$ cat config.mk
export PLATFORM = sky130hd
export DESIGN_NAME = io_subsys
export DESIGN_NICKNAME = d
export VERILOG_FILES = /design/src/design/io_pkg.sv /design/src/design/fan_pwm.sv /design/src/design/seg_digits.sv /design/src/design/timer_int.sv /design/src/design/io_bus_fsm.sv /design/src/design/io_subsys.sv
export SDC_FILE = /design/constraint.sdc
export NUM_CORES = 1
export LEC_CHECK = 0
export ABC_CLOCK_PERIOD_IN_PS = 8400
export BUFFER_PORTS_ARGS = -buffer_cell sky130_fd_sc_hd__buf_2
export CAP_MARGIN = 30
export CELL_PAD_IN_SITES_DETAIL_PLACEMENT = 1
export CELL_PAD_IN_SITES_GLOBAL_PLACEMENT = 2
export CORE_MARGIN = 2
export CORE_UTILIZATION = 40
export DETAILED_ROUTE_END_ITERATION = 8
export PLACE_DENSITY_LB_ADDON = 0.3
export SLEW_MARGIN = 20
export SYNTH_ARGS = -nofsm -noshare
export SYNTH_HDL_FRONTEND = slang
export SYNTH_HIERARCHICAL = 1
export SYNTH_SLANG_ARGS = --single-unit
$ cat constraint.sdc
create_clock -name clk_i -period 8.4 [get_ports clk_i]
set_input_delay 0.42 -clock clk_i [delete_from_list [all_inputs] [get_ports clk_i]]
set_output_delay 0.42 -clock clk_i [all_outputs]
set_load 0.02 [all_outputs]
$ cat src/design/io_pkg.sv
package io_pkg;

  localparam int DATA_W = 32;
  localparam int ADR_W  = 16;

  // unit field is adr[15:12]
  localparam logic [3:0] UNIT_SEGFAN = 4'h0;
  localparam logic [3:0] UNIT_SWLED  = 4'h1;
  localparam logic [3:0] UNIT_TIMER  = 4'h8;

  typedef enum logic [2:0] {
    S_IDLE,
    S_DONE,
    S_SEGFAN,
    S_SWLED,
    S_TIMER
  } io_state_t;

  localparam logic [DATA_W-1:0] SEG_RESET = 32'h0;
  localparam logic [DATA_W-1:0] FAN_RESET = 32'h80;

  localparam int FAN_W    = 8;
  localparam int N_TIMERS = 4;
  localparam int LED_W    = 9;
  localparam int SW_W     = 16;

  // timer word indices
  localparam logic [3:0] TMR_RELOAD0 = 4'd0;
  localparam logic [3:0] TMR_RELOAD1 = 4'd1;
  localparam logic [3:0] TMR_RELOAD2 = 4'd2;
  localparam logic [3:0] TMR_RELOAD3 = 4'd3;
  localparam logic [3:0] TMR_CTRL    = 4'd4;
  localparam logic [3:0] TMR_STATUS  = 4'd5;  // read flags, write 1 to clear
  localparam logic [3:0] TMR_COUNT0  = 4'd6;
  localparam logic [3:0] TMR_COUNT1  = 4'd7;
  localparam logic [3:0] TMR_COUNT2  = 4'd8;
  localparam logic [3:0] TMR_COUNT3  = 4'd9;

  // replace the bytes of old_v selected by sel
  function automatic logic [DATA_W-1:0] byte_merge(input logic [DATA_W-1:0] old_v,
                                                   input logic [DATA_W-1:0] new_v,
                                                   input logic [3:0]        sel);
    logic [DATA_W-1:0] res;
    res = old_v;
    for (int b = 0; b < 4; b++) begin
      if (sel[b])
        res[8*b +: 8] = new_v[8*b +: 8];
    end
    return res;
  endfunction

endpackage

$ cat src/design/fan_pwm.sv
module fan_pwm
  import io_pkg::*;
(
  input  logic             clk_i,
  input  logic             rst_i,
  input  logic [FAN_W-1:0] speed_i,
  output logic             fan_o
);

  logic [FAN_W-1:0] cnt_q;
  logic             fan_q;

  assign fan_o = fan_q;

  // 256-cycle period, high for speed_i cycles
  always_ff @(posedge clk_i or posedge rst_i) begin
    if (rst_i) begin
      cnt_q <= '0;
      fan_q <= 1'b0;
    end else begin
      cnt_q <= cnt_q + 1'b1;
      fan_q <= (cnt_q < speed_i);  // registered so the pin never glitches
    end
  end

endmodule

$ cat src/design/seg_digits.sv
module seg_digits
  import io_pkg::*;
(
  input  logic [DATA_W-1:0] value_i,
  output logic [6:0]        hex0_o,
  output logic [6:0]        hex1_o,
  output logic [6:0]        hex2_o,
  output logic [6:0]        hex3_o,
  output logic [6:0]        hex4_o,
  output logic [6:0]        hex5_o,
  output logic [6:0]        hex6_o,
  output logic [6:0]        hex7_o
);

  logic [6:0] seg [DATA_W/4];

  // active low, bit 0 is segment a
  function automatic logic [6:0] hex_pattern(input logic [3:0] nib);
    case (nib)
      4'h0: return 7'h40;
      4'h1: return 7'h79;
      4'h2: return 7'h24;
      4'h3: return 7'h30;
      4'h4: return 7'h19;
      4'h5: return 7'h12;
      4'h6: return 7'h02;
      4'h7: return 7'h78;
      4'h8: return 7'h00;
      4'h9: return 7'h10;
      4'ha: return 7'h08;
      4'hb: return 7'h03;
      4'hc: return 7'h46;
      4'hd: return 7'h21;
      4'he: return 7'h06;
      default: return 7'h0e;
    endcase
  endfunction

  for (genvar d = 0; d < DATA_W/4; d++) begin : g_digit
    assign seg[d] = hex_pattern(value_i[4*d +: 4]);
  end

  assign hex0_o = seg[0];
  assign hex1_o = seg[1];
  assign hex2_o = seg[2];
  assign hex3_o = seg[3];
  assign hex4_o = seg[4];
  assign hex5_o = seg[5];
  assign hex6_o = seg[6];
  assign hex7_o = seg[7];

endmodule

$ cat src/design/timer_int.sv
module timer_int
  import io_pkg::*;
(
  input  logic                clk_i,
  input  logic                rst_i,
  input  logic                stb_i,
  input  logic                we_i,
  input  logic [3:0]          sel_i,
  input  logic [3:0]          widx_i,
  input  logic [DATA_W-1:0]   dat_i,
  output logic                ack_o,
  output logic [DATA_W-1:0]   dat_o,
  output logic [N_TIMERS-1:0] irq_o
);

  logic [DATA_W-1:0]   reload_q [N_TIMERS];
  logic [DATA_W-1:0]   count_q  [N_TIMERS];
  logic [N_TIMERS-1:0] enable_q;
  logic [N_TIMERS-1:0] flag_q;
  logic [N_TIMERS-1:0] reload_wr;
  logic [N_TIMERS-1:0] start;
  logic [N_TIMERS-1:0] fire;
  logic [N_TIMERS-1:0] clr;
  logic [DATA_W-1:0]   rd_data;
  logic                access;
  logic                wr_ctrl;

  assign access  = stb_i & ~ack_o;  // one access per strobe
  assign wr_ctrl = access & we_i & (widx_i == TMR_CTRL);
  assign clr     = (access && we_i && widx_i == TMR_STATUS) ? dat_i[N_TIMERS-1:0] : '0;
  assign irq_o   = flag_q;

  always_comb begin
    rd_data   = '0;
    reload_wr = '0;
    case (widx_i)
      TMR_RELOAD0: begin
        rd_data      = reload_q[0];
        reload_wr[0] = access & we_i;
      end
      TMR_RELOAD1: begin
        rd_data      = reload_q[1];
        reload_wr[1] = access & we_i;
      end
      TMR_RELOAD2: begin
        rd_data      = reload_q[2];
        reload_wr[2] = access & we_i;
      end
      TMR_RELOAD3: begin
        rd_data      = reload_q[3];
        reload_wr[3] = access & we_i;
      end
      TMR_CTRL:   rd_data = {{(DATA_W-N_TIMERS){1'b0}}, enable_q};
      TMR_STATUS: rd_data = {{(DATA_W-N_TIMERS){1'b0}}, flag_q};
      TMR_COUNT0: rd_data = count_q[0];
      TMR_COUNT1: rd_data = count_q[1];
      TMR_COUNT2: rd_data = count_q[2];
      TMR_COUNT3: rd_data = count_q[3];
      default:    rd_data = '0;
    endcase
  end

  always_comb begin
    for (int i = 0; i < N_TIMERS; i++) begin
      start[i] = wr_ctrl & dat_i[i] & ~enable_q[i];  // rising enable loads the counter
      fire[i]  = enable_q[i] & (count_q[i] == '0);
    end
  end

  always_ff @(posedge clk_i or posedge rst_i) begin
    if (rst_i) begin
      ack_o    <= 1'b0;
      enable_q <= '0;
      flag_q   <= '0;
      for (int i = 0; i < N_TIMERS; i++)
        count_q[i] <= '0;
    end else begin
      ack_o  <= access;
      flag_q <= (flag_q & ~clr) | fire;  // set wins over clear
      if (wr_ctrl)
        enable_q <= dat_i[N_TIMERS-1:0];
      for (int i = 0; i < N_TIMERS; i++) begin
        if (start[i] || fire[i])
          count_q[i] <= reload_q[i];
        else if (enable_q[i])
          count_q[i] <= count_q[i] - 1'b1;
      end
    end
  end

  always_ff @(posedge clk_i) begin
    if (access)
      dat_o <= rd_data;
    for (int i = 0; i < N_TIMERS; i++) begin
      if (reload_wr[i])
        reload_q[i] <= byte_merge(reload_q[i], dat_i, sel_i);
    end
  end

endmodule

$ cat src/design/io_bus_fsm.sv
module io_bus_fsm
  import io_pkg::*;
(
  input  logic              clk_i,
  input  logic              rst_i,
  input  logic              cyc_i,
  input  logic              stb_i,
  input  logic              we_i,
  input  logic [3:0]        sel_i,
  input  logic [ADR_W-1:0]  adr_i,
  input  logic [DATA_W-1:0] dat_i,
  input  logic [SW_W-1:0]   sw_i,
  input  logic              tmr_ack_i,
  input  logic [DATA_W-1:0] tmr_dat_i,
  output logic              ack_o,
  output logic [DATA_W-1:0] dat_o,
  output logic [LED_W-1:0]  led_o,
  output logic [DATA_W-1:0] seg_value_o,
  output logic [DATA_W-1:0] fan_speed_o,
  output logic              tmr_stb_o
);

  io_state_t         state_q, state_next;
  logic [DATA_W-1:0] seg_q, seg_next;
  logic [DATA_W-1:0] fan_q, fan_next;
  logic [LED_W-1:0]  led_q, led_next;
  logic [DATA_W-1:0] result_q, result_next;
  logic [3:0]        unit;
  logic [DATA_W-1:0] led_word;  // led register after a byte-enabled write

  assign unit     = adr_i[ADR_W-1 -: 4];
  assign led_word = byte_merge({{(DATA_W-LED_W){1'b0}}, led_q}, dat_i, sel_i);

  assign ack_o       = (state_q == S_DONE);
  assign dat_o       = result_q;
  assign led_o       = led_q;
  assign seg_value_o = seg_q;
  assign fan_speed_o = fan_q;
  assign tmr_stb_o   = (state_q == S_TIMER);  // held until timer acks

  always_ff @(posedge clk_i or posedge rst_i) begin
    if (rst_i) begin
      state_q  <= S_IDLE;
      seg_q    <= SEG_RESET;
      fan_q    <= FAN_RESET;
      led_q    <= '0;
      result_q <= '0;
    end else begin
      state_q  <= state_next;
      seg_q    <= seg_next;
      fan_q    <= fan_next;
      led_q    <= led_next;
      result_q <= result_next;
    end
  end

  always_comb begin
    state_next  = state_q;
    seg_next    = seg_q;
    fan_next    = fan_q;
    led_next    = led_q;
    result_next = result_q;
    case (state_q)
      S_IDLE: begin
        if (cyc_i && stb_i) begin
          case (unit)
            UNIT_SEGFAN: state_next = S_SEGFAN;
            UNIT_SWLED:  state_next = S_SWLED;
            UNIT_TIMER:  state_next = S_TIMER;
            default: begin
              // nothing behind this unit, answer with zero
              result_next = '0;
              state_next  = S_DONE;
            end
          endcase
        end
      end
      S_SEGFAN: begin
        if (we_i) begin
          if (adr_i[2])
            fan_next = byte_merge(fan_q, dat_i, sel_i);
          else
            seg_next = byte_merge(seg_q, dat_i, sel_i);
        end else begin
          result_next = adr_i[2] ? fan_q : seg_q;
        end
        state_next = S_DONE;
      end
      S_SWLED: begin
        if (we_i)
          led_next = led_word[LED_W-1:0];  // either word writes the leds
        else if (adr_i[2])
          result_next = {{(DATA_W-LED_W){1'b0}}, led_q};
        else
          result_next = {{(DATA_W-SW_W){1'b0}}, sw_i};
        state_next = S_DONE;
      end
      S_TIMER: begin
        if (tmr_ack_i) begin
          if (!we_i)
            result_next = tmr_dat_i;
          state_next = S_DONE;
        end
      end
      S_DONE: state_next = S_IDLE;
      default: state_next = S_IDLE;
    endcase
  end

endmodule

$ cat src/design/io_subsys.sv
module io_subsys
  import io_pkg::*;
(
  input  logic                clk_i,
  input  logic                rst_i,
  input  logic                cyc_i,
  input  logic                stb_i,
  input  logic                we_i,
  input  logic [3:0]          sel_i,
  input  logic [ADR_W-1:0]    adr_i,
  input  logic [DATA_W-1:0]   dat_i,
  output logic [DATA_W-1:0]   dat_o,
  output logic                ack_o,
  input  logic [SW_W-1:0]     sw_i,
  output logic [LED_W-1:0]    led_o,
  output logic                fan_o,
  output logic [6:0]          hex0_o,
  output logic [6:0]          hex1_o,
  output logic [6:0]          hex2_o,
  output logic [6:0]          hex3_o,
  output logic [6:0]          hex4_o,
  output logic [6:0]          hex5_o,
  output logic [6:0]          hex6_o,
  output logic [6:0]          hex7_o,
  output logic [N_TIMERS-1:0] interrupts_o
);

  logic [DATA_W-1:0] seg_value;
  logic [DATA_W-1:0] fan_speed;
  logic              tmr_stb;
  logic              tmr_ack;
  logic [DATA_W-1:0] tmr_dat;

  io_bus_fsm i_io_bus_fsm (
    .clk_i       (clk_i),
    .rst_i       (rst_i),
    .cyc_i       (cyc_i),
    .stb_i       (stb_i),
    .we_i        (we_i),
    .sel_i       (sel_i),
    .adr_i       (adr_i),
    .dat_i       (dat_i),
    .sw_i        (sw_i),
    .tmr_ack_i   (tmr_ack),
    .tmr_dat_i   (tmr_dat),
    .ack_o       (ack_o),
    .dat_o       (dat_o),
    .led_o       (led_o),
    .seg_value_o (seg_value),
    .fan_speed_o (fan_speed),
    .tmr_stb_o   (tmr_stb)
  );

  timer_int i_timer_int (
    .clk_i  (clk_i),
    .rst_i  (rst_i),
    .stb_i  (tmr_stb),
    .we_i   (we_i),
    .sel_i  (sel_i),
    .widx_i (adr_i[5:2]),  // word index inside the timer unit
    .dat_i  (dat_i),
    .ack_o  (tmr_ack),
    .dat_o  (tmr_dat),
    .irq_o  (interrupts_o)
  );

  fan_pwm i_fan_pwm (
    .clk_i   (clk_i),
    .rst_i   (rst_i),
    .speed_i (fan_speed[FAN_W-1:0]),
    .fan_o   (fan_o)
  );

  seg_digits i_seg_digits (
    .value_i (seg_value),
    .hex0_o  (hex0_o),
    .hex1_o  (hex1_o),
    .hex2_o  (hex2_o),
    .hex3_o  (hex3_o),
    .hex4_o  (hex4_o),
    .hex5_o  (hex5_o),
    .hex6_o  (hex6_o),
    .hex7_o  (hex7_o)
  );

endmodule

Word level (Yosys, flattened, before mapping)
Memories as Yosys holds them, arrays and structs flattened.
Index checks and enable logic that the tools add are counted.
{ "word_totals": {"regBits": 286, "latchBits": 0, "mem_bits_rw": 128, "mem_bits_ro": 896, "input_bits": 73, "out_inout_bits": 103, "elab_cells": 194, "mem_count": 9} }
{ "memory_table": {"columns": ["name", "words", "width", "rd", "rd_ports_with_merged_regs", "wr", "line", "source"], "rows": [
  ["i_timer_int.reload_q", 4, 32, 4, 0, 1, "timer_int.sv:16", "logic [DATA_W-1:0] reload_q [N_TIMERS];"],
  ["(name not given)", 16, 7, 1, 0, 0, "seg_digits.sv:19", "case (nib)"],
  ["(name not given)", 16, 7, 1, 0, 0, "seg_digits.sv:19", null],
  ["(name not given)", 16, 7, 1, 0, 0, "seg_digits.sv:19", null],
  ["(name not given)", 16, 7, 1, 0, 0, "seg_digits.sv:19", null],
  ["(name not given)", 16, 7, 1, 0, 0, "seg_digits.sv:19", null],
  ["+3 memories", null, null, null, null, null, null, null]
]} }
{ "op_classes": {"addsub": 5, "mul": 0, "n_div": 0, "magnitude_cmp": 1, "n_eq_ne": 21, "n_shift": 0, "n_mux": 76, "bitwise": 24, "n_reduce_logical": 36} }
{ "ops": {"columns": ["op", "n"], "rows": [
  ["$mux W32", 18],
  ["$pmux W32 S10", 1],
  ["$mux W8", 32],
  ["$logic_not A32 Y1", 4],
  ["$pmux W32 S4", 1],
  ["$sub A32 B1 Y32 const B", 4],
  ["$reduce_or A32 Y1", 3],
  ["$reduce_and A4 Y1", 8],
  ["$pmux W3 S3", 2],
  ["$eq A4 B3 Y1 const B", 4],
  ["$mux W16", 1],
  ["$and A1 B1 Y1", 15],
  ["$mux W1", 15],
  ["$eq A4 B4 Y1 const B", 3],
  ["$ne A2 B2 Y1 const B", 5],
  ["$add A8 B1 Y8 const B", 1],
  ["$eq A4 B1 Y1 const B", 2],
  ["$eq A4 B2 Y1 const B", 2],
  ["$logic_not A4 Y1", 2],
  ["$lt A8 B8 Y1", 1],
  ["$reduce_bool A2 Y1", 4],
  ["$reduce_and A7 Y1", 1],
  ["$eq A3 B2 Y1 const B", 2],
  ["$mux W2", 3],
  ["17 further kinds", 29]
]} }

Logic depth before layout (Yosys ltp)
{ "depth": {"word_depth": 10, "ltp_mapped": 14, "depth_no_buf": 9} }

By module
Netlist, hierarchy kept.
{ "by_module_without_submodules": {"columns": ["mod", "instances", "cells_each", "area_per_inst_um2", "seq_area_each_um2"], "rows": [
  ["timer_int", 1, 1479, 15280.9, 8232.9],
  ["io_bus_fsm", 1, 367, 5014.8, 2703.8],
  ["seg_digits", 1, 257, 2135.8, 0.0],
  ["fan_pwm", 1, 53, 523.0, 225.2]
]} }

Worst setup path before layout
OpenSTA, ideal clock, no wires.
{ "synth_path": {"kind": "register to register", "startpoint": "register i_io_bus_fsm.state_q[1]", "endpoint": "register i_timer_int.dat_o[0] (enable)", "setup_ps": 426, "arrival_ps": 2696, "path_slack_ps": 5278, "path_stages_with_launch": 7, "synth_period_minus_slack_ps": 3122, "cell_sequence": "dfrtp_1 > buf_4 > nor2_1 > nand2_1 > inv_2 > clkbuf_1 > nor2b_1"} }
{ "synth_between": {"elab_chain_cells": 2} }
{ "synth_rtl": {"columns": ["item", "line", "source"], "rows": [
  ["start: declaration", "io_bus_fsm.sv:23", "io_state_t state_q, state_next;"],
  ["start signal: assignment", "io_bus_fsm.sv:49", "state_q <= state_next;"],
  ["$eq A3 B3 Y1", "io_bus_fsm.sv:39", "assign tmr_stb_o = (state_q == S_TIMER);"],
  ["named net tmr_stb", "io_subsys.sv:30", "logic tmr_stb;"],
  ["$and A1 B1 Y1", "timer_int.sv:28", "assign access = stb_i & ~ack_o;"],
  ["named net i_timer_int.access", "timer_int.sv:25", "logic access;"],
  ["end signal: assignment", "timer_int.sv:93", "dat_o <= rd_data;"],
  ["end: declaration", "timer_int.sv:12", "output logic [DATA_W-1:0] dat_o,"]
]} }
The timed path passes the listed nets, and every way through them passes these cells.
A chain may end at the register's enable or synchronous reset.

Worst setup path after layout
{ "layout_path": {"startpoint": "register i_io_bus_fsm.state_q[1]", "endpoint": "register i_timer_int/count_q[119] (netlist bit)"} }
{ "layout_between": {"elab_chain_cells": 8, "word_cells_on_any_way": 9, "classes_between": "1 x eq/ne; 1 x mux; 5 x bitwise; 2 x reduce/logical"} }
{ "layout_rtl": {"columns": ["item", "line", "source"], "rows": [
  ["$eq A3 B3 Y1 *", "io_bus_fsm.sv:39", null],
  ["named net tmr_stb", "io_subsys.sv:30", null],
  ["$and A1 B1 Y1 *", "timer_int.sv:28", null],
  ["$and A1 B1 Y1 * (2 in series)", "timer_int.sv:29", "assign wr_ctrl = access & we_i & (widx_i == TMR_CTRL);"],
  ["$and A1 B1 Y1 * (2 in series)", "timer_int.sv:65", "start[i] = wr_ctrl & dat_i[i] & ~enable_q[i];"],
  ["$logic_or A1 B1 Y1 *", "timer_int.sv:83", "if (start[i] || fire[i])"],
  ["$mux W32 or $reduce_bool A2 Y1 (tied branches)", null, null],
  ["end signal: indexed assignment", "timer_int.sv:84", "count_q[i] <= reload_q[i];"],
  ["end signal: indexed assignment", "timer_int.sv:86", "count_q[i] <= count_q[i] - 1'b1;"],
  ["end: declaration", "timer_int.sv:17", "logic [DATA_W-1:0] count_q [N_TIMERS];"]
]} }
Mark *: on every way through the listed nets, which the timed path passes. The rest lies on a longest branch.

==> results.yml <==
logic_synthesis:
  seq_area_frac_synth_pct: 48.6
  postSynth.asyncResetShare_pct: 61.4
  syn-mean-instance-area_um2: 10.6
  syn_inst: 2156
  syn_area_mm2: 0.0230
  ys.flop_type: "dfrtp_1"
  synth_cell_type_count: 97
  synth-edff-count: 160
  yosys_register_bits: 414
  synth_fp_nets: 2297
  synth_warnings: 6
grt:
  antenna_found_initial: 6
  grt_max_degree: 76
  grt_pass1_wl_mm: 129
  busiest_layer: "met2"
  track_usage_pct: 28.5
  grt_use_met2_pct: 43.6
  grt_pass1_vias: 19500
  grt_overflow: 0
  use_met3_pct: 5.67
  met1_usage_pct: 41.5
sta:
  fin_skew_ps: 21.2
  finalSetupTns_ps: 0
  period_minus_slack_ps: 4140
  hold_viol: 0
  hold_slack_ps: 116
  fmax_mhz: 242
  setup_viol: 0
  relSlewSlack_pct: 34.0
  slew_viol_final: 0
  finalCritPeriodShare_pct: 49.3
  rsz0062_at_grt: "false"
  worst_pin_slew_ps: 986
setup_path:
  cp_slowest_cell: "and2_1"
  reg2reg_from: "i_io_bus_fsm/state_q[1]"
  cp_num_cells: 11
  path_class: "flip-flop to flip-flop"
  crit_start: "i_io_bus_fsm/state_q[1]"
  rrSetupSlack_ps: 4260
  end_kind: "flip-flop"
  crit_path_end: "i_timer_int/count_q[119]"
  cp_slowest_stage_delay_ps: 530
  r2r-end: "i_timer_int/count_q[119]"
  arrival_ps: 4620
  r2r_cells: 11
  path_cells: "nor2_1, nand2_1, inv_2, buf_4, and3b_1, and4_1, nand2_1, and2_1, buf_8, o22a_1, o22a_1"
  crit_family: "simple AND/OR/NAND/NOR gates"
  cp_max_fo: 35
  worst-endpoint-required_ps: 8880
  critPathLaunchType: "flip-flop"
  path_buf_inv: 3
placement:
  port-buffer-count: 167
  hpwl_mm: 61.6
  gp_congestion: 0.885
route:
  drtAntennaViolNets: 0
  drc: 0
  wl_per_cell_um: 27.7
  viasPerCell: 6.30
  vias: 19400
  routed_wl_mm: 85.4
  drtIter0Drc: 1878
  drt_first_pass_iters: 5
cells_and_area:
  synthToLayoutAreaGrowth_pct: 14.3
  nets: 2427
  diodes: 0
  post-route-util_pct: 46.4
  drive_gt1_share_pct: 18.5
pwr:
  p_leak_nw: 10.5
  cellPowerDensity_mw_per_mm2: 218
  max-vdd-ir-drop_mv: 0.142
floorplanning:
  io_pins: 176
  coreArea_mm2: 0.0566
  initial_core_util_pct: 40.6
  row_count: 87
  chipWidth_um: 244
  die-area_mm2: 0.0593
  dieHeight_um: 244
clock_network:
  cts_tree: "built"
  cts_buffer_depth: 3
  clkLatencyLatePin_ps: 600
  cts_buffers: 49
  clk_pin_slew_ps: 60
  cts-htree-levels: 2
  cts.sinks: 414
  cts-root-buf: "clkbuf_16"
outcome:
  status: "finished clean"
flow_run:
  drv_cap: 0
hold_path:
  hp-class: "input port to flip-flop"
## per-layer routing
metal | routed length, um | share of wire, % | up-vias
li1 | - | - | 8505
met5 | 45 | 0.053 | -
met2 | 38400 | 45 | 757
met4 | 1670 | 2.0 | 8
met3 | 7490 | 8.8 | 107
met1 | 37800 | 44 | 10000
## layout make-up
class | count | area [um^2]
clock buffer | 62 | 1330
clock inverter | 29 | 315
fill | 6244 | 30400
inverter | 76 | 293
multi-input combinational | 1535 | 10900
sequential | 414 | 11200
tap | 756 | 946
timing repair buffer | 210 | 1250
## worst min-delay path by stage
stage / startpoint / cells after the start / slack, ps / end
2_1_floorplan: rst_i / 1 / 250 / i_fan_pwm/cnt_q[0]
3_3_place_gp: i_io_bus_fsm/dat_o[15] / 1 / 460 / i_io_bus_fsm/dat_o[15]
3_5_place_dp: i_timer_int/reload_q[1][24] / 1 / 470 / i_timer_int/count_q[88]
4_1_cts: dat_i[23] / 1 / 90 / i_timer_int/reload_q[0][23]
5_1_grt: dat_i[23] / 1 / 110 / i_timer_int/reload_q[3][23]
6_report: dat_i[23] / 1 / 120 / i_timer_int/reload_q[0][23]
## cells in the mapped netlist, drive strengths merged, types with 11 or more instances
cell type	number	share of area, %
o21ai	130	2.9
nor2b	23	0.63
nand4	29	0.86
o2bb2ai	16	0.61
a22o	35	1.3
mux2	112	5.5
mux2i	87	3.8
nor2	158	2.6
o311ai	13	0.50
and3	13	0.35
edfxtp	160	21
nand3	94	2.1
or4	12	0.44
nand2b	12	0.33
buf	50	1.4
inv	74	1.2
clkbuf	80	1.3
dfrtp	253	28
o211ai	15	0.49
xor2	11	0.42
a21oi	99	2.2
ha	68	3.7
nor3	66	1.5
a221oi	27	1.0
nand2	128	2.1
a22oi	87	2.8
a31oi	17	0.46
o31ai	16	0.64
or3	19	0.52
nor4	34	1.2
xnor2	14	0.53
o22ai	22	0.60
a221o	12	0.52
and2	13	0.35
## through the flow
stage               setup WS (ps)  instance area (um^2)  power, mW  cells
finish                       4260                 26200       5.72   3082
CTS                          4280                 26200       5.74   3076
floorplan                    4310                 23000       3.15   2156
global placement             4130                 24400       3.47   2976
global route                 4060                 26200       5.96   3082
detailed placement           4310                 24500       3.53   2983
## state kept, by name (all words and copies together) (netlist names), 8 cells and up
| register | count |
|---|---|
| i_fan_pwm/cnt_q | 8 |
| i_io_bus_fsm/dat_o | 32 |
| i_io_bus_fsm/fan_speed_o | 32 |
| i_io_bus_fsm/led_o | 9 |
| i_io_bus_fsm/seg_value_o | 32 |
| i_timer_int/count_q | 128 |
| i_timer_int/dat_o | 32 |
| i_timer_int/reload_q | 128 |
## power by group
group / switching (mW) / internal (mW)
clock network: 0.902 / 1.30
registers: 0.293 / 2.26
logic: 0.575 / 0.390
## placed cells by master (no fill, tap or decap), types with 15 or more instances in the layout
cell and n:
a22oi_1 87, a22o_1 35, clkbuf_16 50, o21ai_0 124, nand2_1 127, a21oi_1 99, o211ai_1 15, nor2_1 152
edfxtp_1 160, nor3_1 59, mux2_2 90, buf_2 166, dfrtp_1 253, nand3_1 93, inv_1 71, nor2b_1 22
ha_1 68, a221oi_1 27, buf_4 32, o2bb2ai_1 16, nand4_1 28, a31oi_1 16, mux2i_1 87, nor4_1 28
mux2_1 22, or3_1 19, o22ai_1 22
## logic make-up (layout without fill, tap and decap cells)
| group | after synthesis | after routing | synth area share (%) |
|---|---|---|---|
| compound gates | 583 | 583 | 17.7 |
| xor+xnor | 25 | 25 | 0.954 |
| fa+ha+maj | 68 | 68 | 3.71 |
| buf+inv | 207 | 377 | 4.03 |
| flops | 414 | 414 | 48.6 |
| mux | 207 | 207 | 10.1 |
| simple gates | 652 | 652 | 14.9 |
## repair_timing
item / in CTS / in global routing
resized for setup: 0 / 0
hold buffers: 2 / 0
endpoints found under the hold margin: 55 / 0
setup buffers: 0 / 0
setup endpoints to repair: 0 / 0
(Power assumes the default switching activity.)
